**src/hdl/mips_isa_pkg.sv**
```systemverilog
package mips_isa_pkg;

    localparam int xlen = 32;
    localparam int reg_addr_w = 5;
    localparam int opcode_w = 6;
    localparam int funct_w = 6;
    localparam int imm_w = 16;
    localparam int shamt_w = 5;
    localparam int jidx_w = 26;

    // boot rom entry in kseg1
    localparam logic [xlen-1:0] reset_pc = 32'hbfc0_0000;
    localparam logic [reg_addr_w-1:0] link_reg = 5'd31;

    // major opcode in bits 31:26
    typedef enum logic [opcode_w-1:0] {
        OP_SPECIAL = 6'h00,
        OP_J       = 6'h02,
        OP_JAL     = 6'h03,
        OP_BEQ     = 6'h04,
        OP_BNE     = 6'h05,
        OP_ADDIU   = 6'h09,
        OP_SLTI    = 6'h0a,
        OP_SLTIU   = 6'h0b,
        OP_ANDI    = 6'h0c,
        OP_ORI     = 6'h0d,
        OP_XORI    = 6'h0e,
        OP_LUI     = 6'h0f,
        OP_LW      = 6'h23,
        OP_SW      = 6'h2b
    } opcode_e;

    // funct field of SPECIAL
    typedef enum logic [funct_w-1:0] {
        FN_SLL  = 6'h00,
        FN_SRL  = 6'h02,
        FN_SRA  = 6'h03,
        FN_JR   = 6'h08,
        FN_ADDU = 6'h21,
        FN_SUBU = 6'h23,
        FN_AND  = 6'h24,
        FN_OR   = 6'h25,
        FN_XOR  = 6'h26,
        FN_NOR  = 6'h27,
        FN_SLT  = 6'h2a,
        FN_SLTU = 6'h2b
    } funct_e;

endpackage

```
**src/hdl/core_uarch_pkg.sv**
```systemverilog
package core_uarch_pkg;

    // one instruction in flight
    typedef enum logic [2:0] {
        FETCH,
        FETCH_WAIT,
        EXECUTE,
        MEM_WAIT,
        WRITEBACK
    } ctrl_state_e;

    typedef enum logic [3:0] {
        ALU_ADD,
        ALU_SUB,
        ALU_AND,
        ALU_OR,
        ALU_XOR,
        ALU_NOR,
        ALU_SLT,
        ALU_SLTU,
        ALU_SLL,
        ALU_SRL,
        ALU_SRA,
        ALU_LUI
    } alu_op_e;

    typedef enum logic [1:0] {B_RT, B_SIGN_IMM, B_ZERO_IMM} alu_b_sel_e;
    typedef enum logic [1:0] {PC_SEQ, PC_BRANCH, PC_JUMP, PC_REG} pc_sel_e;
    typedef enum logic [1:0] {WB_ALU, WB_MEM, WB_LINK} wb_sel_e;

    // word transfers only
    localparam logic [1:0] bus_size_word = 2'd2;
    localparam logic [3:0] bus_strb_all = 4'b1111;

endpackage

```
**src/hdl/reg_file.sv**
```systemverilog
module reg_file (
    input  logic        clk,
    input  logic [4:0]  raddr1,
    input  logic [4:0]  raddr2,
    input  logic [4:0]  waddr,
    input  logic        we,
    input  logic [31:0] wdata,
    output logic [31:0] rdata1,
    output logic [31:0] rdata2
);

    logic [31:0] regs [32];

    always_ff @(posedge clk) begin
        if (we) begin
            regs[waddr] <= wdata;
        end
    end

    // r0 hardwired to zero
    assign rdata1 = (raddr1 == 5'd0) ? 32'h0000_0000 : regs[raddr1];
    assign rdata2 = (raddr2 == 5'd0) ? 32'h0000_0000 : regs[raddr2];

endmodule

```
**src/hdl/alu.sv**
```systemverilog
module alu (
    input  logic                       [31:0] rs_data,
    input  logic                       [31:0] rt_data,
    input  logic                       [15:0] imm16,
    input  logic                       [4:0]  shamt,
    input  core_uarch_pkg::alu_op_e           op,
    input  core_uarch_pkg::alu_b_sel_e        b_sel,
    output logic                       [31:0] result,
    output logic                              zero
);
    import core_uarch_pkg::*;

    logic [31:0] b;

    always_comb begin
        case (b_sel)
            B_SIGN_IMM: b = {{16{imm16[15]}}, imm16};
            B_ZERO_IMM: b = {16'h0000, imm16};
            default: b = rt_data;
        endcase
    end

    // shifts act on the second operand
    always_comb begin
        case (op)
            ALU_ADD: result = rs_data + b;
            ALU_SUB: result = rs_data - b;
            ALU_AND: result = rs_data & b;
            ALU_OR: result = rs_data | b;
            ALU_XOR: result = rs_data ^ b;
            ALU_NOR: result = ~(rs_data | b);
            ALU_SLT: result = {31'd0, $signed(rs_data) < $signed(b)};
            ALU_SLTU: result = {31'd0, rs_data < b};
            ALU_SLL: result = b << shamt;
            ALU_SRL: result = b >> shamt;
            ALU_SRA: result = $unsigned($signed(b) >>> shamt);
            ALU_LUI: result = {b[15:0], 16'h0000};
            default: result = 32'h0000_0000;
        endcase
    end

    // beq/bne look at this after a subtract
    assign zero = (result == 32'h0000_0000);

endmodule

```
**src/hdl/sram_master.sv**
```systemverilog
module sram_master (
    input  logic        clk,
    input  logic        arst_n,
    input  logic        start,
    input  logic        wr,
    input  logic [31:0] addr,
    input  logic [31:0] wdata,
    output logic        sram_req,
    output logic        sram_wr,
    output logic [3:0]  sram_wstrb,
    output logic [31:0] sram_addr,
    output logic [31:0] sram_wdata,
    input  logic        addr_ok,
    input  logic        data_ok,
    input  logic [31:0] sram_rdata,
    output logic        done,
    output logic [31:0] rdata
);
    import core_uarch_pkg::*;

    logic waiting;
    logic [31:0] phys_addr;

    // kseg0/kseg1 fold onto the low 512 MB, other segments pass through
    assign phys_addr = (addr[31:30] == 2'b10) ? {3'b000, addr[28:0]} : addr;

    always_ff @(posedge clk or negedge arst_n) begin
        if (!arst_n) begin
            sram_req <= 1'b0;
            sram_wr <= 1'b0;
            waiting <= 1'b0;
            done <= 1'b0;
        end else begin
            done <= waiting && data_ok;
            if (start) begin
                sram_req <= 1'b1;
                sram_wr <= wr;
            end else if (sram_req && addr_ok) begin
                sram_req <= 1'b0;
                waiting <= 1'b1;
            end
            if (waiting && data_ok) begin
                waiting <= 1'b0;
            end
        end
    end

    // address and data stay put while req is up
    always_ff @(posedge clk) begin
        if (start) begin
            sram_addr <= phys_addr;
            sram_wdata <= wdata;
        end
        if (waiting && data_ok) begin
            rdata <= sram_rdata;
        end
    end

    assign sram_wstrb = sram_wr ? bus_strb_all : 4'b0000;

endmodule

```
**src/hdl/pc_unit.sv**
```systemverilog
module pc_unit (
    input  logic                              clk,
    input  logic                              arst_n,
    input  logic                              load,
    input  core_uarch_pkg::pc_sel_e           sel,
    input  logic [mips_isa_pkg::imm_w-1:0]    imm16,
    input  logic [mips_isa_pkg::jidx_w-1:0]   jidx,
    input  logic [mips_isa_pkg::xlen-1:0]     rs_data,
    output logic [mips_isa_pkg::xlen-1:0]     pc,
    output logic [mips_isa_pkg::xlen-1:0]     pc_plus4
);
    import mips_isa_pkg::*;
    import core_uarch_pkg::*;

    logic [xlen-1:0] branch_target;
    logic [xlen-1:0] jump_target;
    logic [xlen-1:0] pc_next;

    assign pc_plus4 = pc + 32'd4;
    assign branch_target = pc_plus4 + {{14{imm16[15]}}, imm16, 2'b00};
    // stays inside the current 256 MB region
    assign jump_target = {pc_plus4[31:28], jidx, 2'b00};

    always_comb begin
        case (sel)
            PC_BRANCH: pc_next = branch_target;
            PC_JUMP: pc_next = jump_target;
            PC_REG: pc_next = rs_data;
            default: pc_next = pc_plus4;
        endcase
    end

    always_ff @(posedge clk or negedge arst_n) begin
        if (!arst_n) begin
            pc <= reset_pc;
        end else if (load) begin
            pc <= pc_next;
        end
    end

endmodule

```
**src/hdl/core_ctrl.sv**
```systemverilog
module core_ctrl (
    input  logic                                clk,
    input  logic                                arst_n,
    input  logic [mips_isa_pkg::xlen-1:0]       inst_rdata,
    input  logic                                inst_done,
    input  logic                                data_done,
    input  logic                                alu_zero,
    output logic                                inst_start,
    output logic                                data_start,
    output logic                                data_wr,
    output logic [mips_isa_pkg::reg_addr_w-1:0] rs,
    output logic [mips_isa_pkg::reg_addr_w-1:0] rt,
    output logic [mips_isa_pkg::reg_addr_w-1:0] waddr,
    output logic [mips_isa_pkg::imm_w-1:0]      imm16,
    output logic [mips_isa_pkg::shamt_w-1:0]    shamt,
    output logic [mips_isa_pkg::jidx_w-1:0]     jidx,
    output core_uarch_pkg::alu_op_e             alu_op,
    output core_uarch_pkg::alu_b_sel_e          alu_b_sel,
    output core_uarch_pkg::wb_sel_e             wb_sel,
    output core_uarch_pkg::pc_sel_e             pc_sel,
    output logic                                pc_load,
    output logic                                rf_we
);
    import mips_isa_pkg::*;
    import core_uarch_pkg::*;

    ctrl_state_e state;
    ctrl_state_e state_next;
    logic [xlen-1:0] ir;
    opcode_e opcode;
    funct_e funct;
    logic [reg_addr_w-1:0] rd;
    logic writes;
    logic dest_rd;
    logic dest_link;
    logic is_mem;
    logic is_store;

    assign opcode = opcode_e'(ir[31:26]);
    assign rs = ir[25:21];
    assign rt = ir[20:16];
    assign rd = ir[15:11];
    assign shamt = ir[10:6];
    assign funct = funct_e'(ir[5:0]);
    assign imm16 = ir[15:0];
    assign jidx = ir[25:0];

    always_ff @(posedge clk or negedge arst_n) begin
        if (!arst_n) begin
            state <= FETCH;
        end else begin
            state <= state_next;
        end
    end

    always_comb begin
        state_next = state;
        case (state)
            FETCH: state_next = FETCH_WAIT;
            FETCH_WAIT: if (inst_done) state_next = EXECUTE;
            EXECUTE: state_next = is_mem ? MEM_WAIT : WRITEBACK;
            MEM_WAIT: if (data_done) state_next = WRITEBACK;
            WRITEBACK: state_next = FETCH;
            default: state_next = FETCH;
        endcase
    end

    always_ff @(posedge clk) begin
        if (state == FETCH_WAIT && inst_done) begin
            ir <= inst_rdata;
        end
    end

    // decode; unknown encodings fall through as no-ops
    always_comb begin
        alu_op = ALU_ADD;
        alu_b_sel = B_RT;
        wb_sel = WB_ALU;
        pc_sel = PC_SEQ;
        writes = 1'b0;
        dest_rd = 1'b0;
        dest_link = 1'b0;
        is_mem = 1'b0;
        is_store = 1'b0;
        case (opcode)
            OP_SPECIAL: begin
                dest_rd = 1'b1;
                writes = 1'b1;
                case (funct)
                    FN_ADDU: alu_op = ALU_ADD;
                    FN_SUBU: alu_op = ALU_SUB;
                    FN_AND: alu_op = ALU_AND;
                    FN_OR: alu_op = ALU_OR;
                    FN_XOR: alu_op = ALU_XOR;
                    FN_NOR: alu_op = ALU_NOR;
                    FN_SLT: alu_op = ALU_SLT;
                    FN_SLTU: alu_op = ALU_SLTU;
                    FN_SLL: alu_op = ALU_SLL;
                    FN_SRL: alu_op = ALU_SRL;
                    FN_SRA: alu_op = ALU_SRA;
                    FN_JR: begin
                        writes = 1'b0;
                        pc_sel = PC_REG;
                    end
                    default: writes = 1'b0;
                endcase
            end
            OP_ADDIU: begin
                alu_b_sel = B_SIGN_IMM;
                writes = 1'b1;
            end
            OP_SLTI: begin
                alu_op = ALU_SLT;
                alu_b_sel = B_SIGN_IMM;
                writes = 1'b1;
            end
            OP_SLTIU: begin
                // immediate is sign-extended, then compared unsigned
                alu_op = ALU_SLTU;
                alu_b_sel = B_SIGN_IMM;
                writes = 1'b1;
            end
            OP_ANDI: begin
                alu_op = ALU_AND;
                alu_b_sel = B_ZERO_IMM;
                writes = 1'b1;
            end
            OP_ORI: begin
                alu_op = ALU_OR;
                alu_b_sel = B_ZERO_IMM;
                writes = 1'b1;
            end
            OP_XORI: begin
                alu_op = ALU_XOR;
                alu_b_sel = B_ZERO_IMM;
                writes = 1'b1;
            end
            OP_LUI: begin
                alu_op = ALU_LUI;
                alu_b_sel = B_ZERO_IMM;
                writes = 1'b1;
            end
            OP_LW: begin
                alu_b_sel = B_SIGN_IMM;
                wb_sel = WB_MEM;
                writes = 1'b1;
                is_mem = 1'b1;
            end
            OP_SW: begin
                alu_b_sel = B_SIGN_IMM;
                is_mem = 1'b1;
                is_store = 1'b1;
            end
            OP_BEQ: begin
                alu_op = ALU_SUB;
                if (alu_zero) pc_sel = PC_BRANCH;
            end
            OP_BNE: begin
                alu_op = ALU_SUB;
                if (!alu_zero) pc_sel = PC_BRANCH;
            end
            OP_J: pc_sel = PC_JUMP;
            OP_JAL: begin
                pc_sel = PC_JUMP;
                wb_sel = WB_LINK;
                writes = 1'b1;
                dest_link = 1'b1;
            end
            default: ;
        endcase
    end

    assign waddr = dest_link ? link_reg : (dest_rd ? rd : rt);

    assign inst_start = (state == FETCH);
    assign data_start = (state == EXECUTE) && is_mem;
    assign data_wr = is_store;
    assign pc_load = (state == WRITEBACK);
    // r0 is never written
    assign rf_we = (state == WRITEBACK) && writes && (waddr != '0);

endmodule

```
**src/hdl/mycpu_top.sv**
```systemverilog
module mycpu_top (
    input  logic                            clk,
    input  logic                            arst_n,

    output logic                            inst_sram_req,
    output logic                            inst_sram_wr,
    output logic [1:0]                      inst_sram_size,
    output logic [3:0]                      inst_sram_wstrb,
    output logic [mips_isa_pkg::xlen-1:0]   inst_sram_addr,
    output logic [mips_isa_pkg::xlen-1:0]   inst_sram_wdata,
    input  logic                            inst_sram_addr_ok,
    input  logic                            inst_sram_data_ok,
    input  logic [mips_isa_pkg::xlen-1:0]   inst_sram_rdata,

    output logic                            data_sram_req,
    output logic                            data_sram_wr,
    output logic [1:0]                      data_sram_size,
    output logic [3:0]                      data_sram_wstrb,
    output logic [mips_isa_pkg::xlen-1:0]   data_sram_addr,
    output logic [mips_isa_pkg::xlen-1:0]   data_sram_wdata,
    input  logic                            data_sram_addr_ok,
    input  logic                            data_sram_data_ok,
    input  logic [mips_isa_pkg::xlen-1:0]   data_sram_rdata,

    output logic [mips_isa_pkg::xlen-1:0]   debug_wb_pc,
    output logic [3:0]                      debug_wb_rf_wen,
    output logic [4:0]                      debug_wb_rf_wnum,
    output logic [mips_isa_pkg::xlen-1:0]   debug_wb_rf_wdata
);
    import mips_isa_pkg::*;
    import core_uarch_pkg::*;

    logic inst_start;
    logic inst_done;
    logic data_start;
    logic data_done;
    logic data_wr;
    logic [xlen-1:0] inst_rdata;
    logic [xlen-1:0] data_rdata;
    logic [reg_addr_w-1:0] rs;
    logic [reg_addr_w-1:0] rt;
    logic [reg_addr_w-1:0] waddr;
    logic [imm_w-1:0] imm16;
    logic [shamt_w-1:0] shamt;
    logic [jidx_w-1:0] jidx;
    alu_op_e alu_op;
    alu_b_sel_e alu_b_sel;
    wb_sel_e wb_sel;
    pc_sel_e pc_sel;
    logic pc_load;
    logic rf_we;
    logic [xlen-1:0] rs_data;
    logic [xlen-1:0] rt_data;
    logic [xlen-1:0] alu_result;
    logic alu_zero;
    logic [xlen-1:0] pc;
    logic [xlen-1:0] pc_plus4;
    logic [xlen-1:0] wb_data;

    core_ctrl ctrl_i (
        .clk(clk), .arst_n(arst_n),
        .inst_rdata(inst_rdata), .inst_done(inst_done), .data_done(data_done),
        .alu_zero(alu_zero),
        .inst_start(inst_start), .data_start(data_start), .data_wr(data_wr),
        .rs(rs), .rt(rt), .waddr(waddr),
        .imm16(imm16), .shamt(shamt), .jidx(jidx),
        .alu_op(alu_op), .alu_b_sel(alu_b_sel), .wb_sel(wb_sel), .pc_sel(pc_sel),
        .pc_load(pc_load), .rf_we(rf_we)
    );

    reg_file rf_i (
        .clk(clk), .raddr1(rs), .raddr2(rt), .waddr(waddr),
        .we(rf_we), .wdata(wb_data), .rdata1(rs_data), .rdata2(rt_data)
    );

    alu alu_i (
        .rs_data(rs_data), .rt_data(rt_data), .imm16(imm16), .shamt(shamt),
        .op(alu_op), .b_sel(alu_b_sel), .result(alu_result), .zero(alu_zero)
    );

    pc_unit pc_i (
        .clk(clk), .arst_n(arst_n), .load(pc_load), .sel(pc_sel),
        .imm16(imm16), .jidx(jidx), .rs_data(rs_data),
        .pc(pc), .pc_plus4(pc_plus4)
    );

    // fetch port is read-only
    sram_master inst_master_i (
        .clk(clk), .arst_n(arst_n),
        .start(inst_start), .wr(1'b0), .addr(pc), .wdata('0),
        .sram_req(inst_sram_req), .sram_wr(inst_sram_wr), .sram_wstrb(inst_sram_wstrb),
        .sram_addr(inst_sram_addr), .sram_wdata(inst_sram_wdata),
        .addr_ok(inst_sram_addr_ok), .data_ok(inst_sram_data_ok),
        .sram_rdata(inst_sram_rdata), .done(inst_done), .rdata(inst_rdata)
    );

    sram_master data_master_i (
        .clk(clk), .arst_n(arst_n),
        .start(data_start), .wr(data_wr), .addr(alu_result), .wdata(rt_data),
        .sram_req(data_sram_req), .sram_wr(data_sram_wr), .sram_wstrb(data_sram_wstrb),
        .sram_addr(data_sram_addr), .sram_wdata(data_sram_wdata),
        .addr_ok(data_sram_addr_ok), .data_ok(data_sram_data_ok),
        .sram_rdata(data_sram_rdata), .done(data_done), .rdata(data_rdata)
    );

    assign inst_sram_size = bus_size_word;
    assign data_sram_size = bus_size_word;

    always_comb begin
        case (wb_sel)
            WB_MEM: wb_data = data_rdata;
            WB_LINK: wb_data = pc_plus4;
            default: wb_data = alu_result;
        endcase
    end

    // pc still holds the retiring instruction during writeback
    assign debug_wb_pc = pc;
    assign debug_wb_rf_wen = {4{rf_we}};
    assign debug_wb_rf_wnum = waddr;
    assign debug_wb_rf_wdata = wb_data;

endmodule

```
**config.mk**
```make
export PLATFORM = sky130hd
export DESIGN_NAME = mycpu_top
export DESIGN_NICKNAME = d
export VERILOG_FILES = /design/src/hdl/mips_isa_pkg.sv /design/src/hdl/core_uarch_pkg.sv /design/src/hdl/reg_file.sv /design/src/hdl/alu.sv /design/src/hdl/sram_master.sv /design/src/hdl/pc_unit.sv /design/src/hdl/core_ctrl.sv /design/src/hdl/mycpu_top.sv
export SDC_FILE = /design/constraint.sdc
export NUM_CORES = 2
export LEC_CHECK = 0
export BUFFER_PORTS_ARGS = -buffer_cell sky130_fd_sc_hd__buf_4
export CAP_MARGIN = 20
export CORE_MARGIN = 4
export CORE_UTILIZATION = 55
export CTS_CLUSTER_SIZE = 10
export DETAILED_ROUTE_END_ITERATION = 8
export PLACE_DENSITY = 0.77
export SYNTH_ARGS = -nofsm -noshare
export SYNTH_HDL_FRONTEND = slang
export SYNTH_SLANG_ARGS = --single-unit
export TNS_END_PERCENT = 50
```
**constraint.sdc**
```tcl
create_clock -name clk -period 8.8 [get_ports clk]
set_input_delay 0.88 -clock clk [delete_from_list [all_inputs] [get_ports clk]]
set_output_delay 0.88 -clock clk [all_outputs]
set_load 0.01 [all_outputs]
```
==> flow_summary_export.csv <==
group,metric,value,unit
die,die_h,365.6,um
timing,slew_headroom,10.26,%
die,rows,130,
critical_path,r2r_end,"pc_i.pc[20]",
placed_design,dpl-instance-area,75600,sq um
synthesis,syn_area,70330,sq um
die,die_w,365.6,um
timing,min_period,8641,ps
critical_path,cp-end-kind,"primary output",
clock_tree,cts_tree,"built",
global_route,grt_pass1_vias,52310,
critical_path,ff2ff_setup_slack,290,ps
clock_tree,clk_pin_slew,60,ps
global_route,grt_max_degree,91,
critical_path,critical_path_class,"reg2out",
finish,fill_cells,9163,
synthesis,synth.distinct_cells,104,
finish,layout.nets,5865,
power,ir_drop,0.5589,mV
die,design.core.area,126400,sq um
clock_tree,cts_root_buffer,"clkbuf_16",
synthesis,ys_ff_latch,1268,
detailed_routing,ant_nets,0,
synthesis,ys.flop_type,"edfxtp_1",
timing,drv_slew,0,
clock_tree,cts_num_sinks,1268,
detailed_routing,route.detailed.drc,0,
detailed_routing,wl_per_cell,38.77,um
synthesis,yosysWarnings,0,
detailed_routing,first_pass_iters,8,
timing,tightest_slew,1346,ps
finish,drive_gt1_share,23.09,%
synthesis,synthCells,5277,
timing,max_freq,115.7,MHz
detailed_routing,vias,55210,
placed_design,io_buffers,245,
synthesis,synth_area_per_cell,13.33,sq um
synthesis,synthArstFlopShare,3.312,%
timing,hold_violations,0,
die,io_pins,287,
timing,rsz0062_at_grt,"yes",
critical_path,required,7920,ps
finish,syn_to_final_growth,13.90,%
job,maxCapViolations,0,
detailed_routing,drt_iter0_drc,8968,
timing,hold_ws,127.2,ps
global_route,grt_pass1_wl,393400,um
clock_tree,clk_path_buf_depth,3,
timing,setup_viol_count_final,0,
detailed_routing,wirelength,285500,um
clock_tree,clock_latency,800,ps
critical_path,cp_data_arrival_time,7760,ps
clock_tree,hold_buffers,0,
clock_tree,h-tree-depth,4,
finish,post-route-cell-area,80100,sq um
critical_path,cp_max_fo,51,
global_route,grt_overflow,0,
timing,finalCritPeriodShare,98.20,%
status,status,"completed",
placed_design,hpwl,187800,um
finish,layout.cells.non_filler,7364,
power,leakagePower,28.89,nW
synthesis,yosysSeqAreaShare,53.72,%
timing,fin_skew,56.75,ps
placed_design,place_inst,7144,
power,p_per_area,286.1,nW/um^2
die,die-area,133700,sq um
min_path,hp-class,"in2async",
global_route,antenna_found_initial,16,
clock_tree,tritoncts.num_buffers,148,
placed_design,place_congestion,1.085,
global_route,grt_usage,41.81,%
die,start_util,55.64,%
synthesis,synth-edff-count,1216,
critical_path,start_kind,"register",
detailed_routing,vias_per_cell,7.498,
critical_path,r2r_cells,27,
## metrics by stage
stage               worst slack [ps]  power, mW  setup TNS, ps  utilization (%)
CTS                            73.99      22.50              0            63.19
detailed placement             391.2      16.98              0            59.82
floorplan                      788.4      13.12              0                -
finish                         158.5      22.92              0            63.38
global route                  -18.37      23.51         -18.37            63.37
global placement               343.6      16.89              0            59.77
## worst max-delay path by stage
stage                     slack [ps]     startpoint  cells after the start                     to
after floorplan                  790       register                     24  debug_wb_rf_wdata[31]
after global placement           340       register                     26            pc_i.pc[20]
after detailed placement         390       register                     26            pc_i.pc[20]
after CTS                         70       register                     23  debug_wb_rf_wdata[31]
after global routing             -20  ctrl_i.ir[29]                     25  debug_wb_rf_wdata[22]
final                            160       register                     24  debug_wb_rf_wdata[31]
## what timing repair did
action / CTS / global route
setup buffers: 0 / 7
pin swaps: 0 / 2
gates cloned: 0 / 2
setup endpoints to repair: 2 / 41
endpoints found under the hold margin: 0 / 0
gates resized for setup: 1 / 23
## worst max-delay path: stages (launching register included)
cell and delay, ps:
dfxtp_1 570, nor2b_4 370, buf_4 700, a22oi_1 150
a21oi_1 190, nor4_1 90, buf_4 200, a21boi_1 760
buf_4 450, inv_1 80, ha_1 270, a21oi_1 170
o21bai_1 110, a22oi_1 250, nand4_1 190, nand2_1 170
o21ai_0 160, a31oi_1 400, o21ai_0 300, a21oi_1 330
o21a_1 150, a211oi_1 50, a21o_1 270, a21oi_2 350
buf_4 190
## logic make-up (layout without fill, tap and decap cells)
kind of cell,Yosys count,after routing,synth area share [%]
adder cells (fa/ha/maj),139,139,2.505
flip-flops,1268,1268,53.72
multiplexers,941,941,19.32
other,2,78,0.01068
AND/OR/NAND/NOR,974,975,6.606
XOR/XNOR,61,61,0.7597
buffers and inverters,577,937,4.097
AO/OA/AOI/OAI,1315,1315,12.98
## synth_stat cells (12+ instances only)
cell	instances	area, sq um
edfxtp_1	1216	36520
mux2i_1	578	5786
mux4_2	330	7432
a21oi_1	322	1612
nor2_1	306	1149
a22oi_1	304	2282
nand2_1	261	979.7
clkbuf_1	207	777.0
o21ai_0	159	795.8
inv_1	141	529.3
ha_1	136	1702
buf_4	95	713.2
nor3_1	77	385.4
nand3_1	67	335.3
a221oi_1	57	499.2
buf_1	52	195.2
a211oi_1	44	330.3
buf_6	42	473.0
xnor2_1	42	367.9
nor2b_1	39	244.0
nor4_1	38	237.7
o211ai_1	36	270.3
o221ai_1	36	315.3
buf_2	35	175.2
dfrtp_1	33	825.8
mux2_2	33	371.6
a31oi_1	27	168.9
o22ai_1	27	168.9
a21o_1	26	195.2
nand2b_1	26	162.7
and2_1	25	156.4
nand4_1	22	137.6
o21a_1	22	165.2
o31ai_1	22	165.2
or2_2	20	125.1
xor2_1	19	166.4
a221o_1	18	180.2
or3_1	18	112.6
or4_1	17	127.6
a22o_1	16	140.1
a211o_1	15	131.4
a2111oi_0	14	122.6
a222oi_1	12	120.1
and3_1	12	75.07
## layout make-up
cell class / count / area [sq um] / share of cell area [%]
clock buffer: 180 / 3854 / 4.811
clock inverter: 23 / 400.4 / 0.4999
tap: 1650 / 2064 / 2.577
sequential: 1268 / 37800 / 47.19
multi-input combinational: 3504 / 30620 / 38.23
inverter: 146 / 548.0 / 0.6842
antenna: 5 / 12.51 / 0.01562
timing repair buffer: 588 / 4801 / 5.994
## placed cells by master, fill, tap and decap left out, drive strengths merged, types with 27 or more instances in the layout
master / Yosys / layout
nor2b: 39 / 39
nor4: 41 / 41
o221ai: 36 / 36
nor3: 79 / 79
a221oi: 64 / 64
xnor2: 42 / 42
clkbuf: 207 / 182
nand2: 261 / 261
a22oi: 304 / 304
mux4: 330 / 330
o211ai: 37 / 37
nor2: 309 / 309
mux2i: 578 / 578
a211oi: 45 / 45
mux2: 33 / 33
o22ai: 27 / 27
inv: 143 / 147
conb: 2 / 73
o21ai: 171 / 171
a31oi: 27 / 27
edfxtp: 1216 / 1216
buf: 224 / 586
nand3: 67 / 67
ha: 136 / 136
a21oi: 323 / 323
dfrtp: 33 / 33
## state kept, by name, indices dropped and copies added, names as in the netlist, named ones only
name	cells
pc_i.pc	32
data_master_i.sram_wr	1
data_master_i.done	1
data_master_i.sram_wdata	32
inst_master_i.rdata	32
inst_master_i.done	1
rf_i.regs	1024
data_master_i.waiting	1
inst_master_i.sram_req	1
ctrl_i.ir	32
data_master_i.rdata	32
data_master_i.sram_addr	32
ctrl_i.state	3
inst_master_i.sram_addr	32
inst_master_i.waiting	1
data_master_i.sram_req	1
## layer usage
layer,GRT usage [%],share of wire [%]
met1,52.22,34
met2,61.92,44
met3,13.04,14
met4,30.20,8.9
met5,0,0.039
## where the power goes
part / internal, mW / switching, mW
clock network: 3.10 / 2.47
logic: 2.74 / 6.06
registers: 8.36 / 0.189
(Power assumes the default switching activity.)
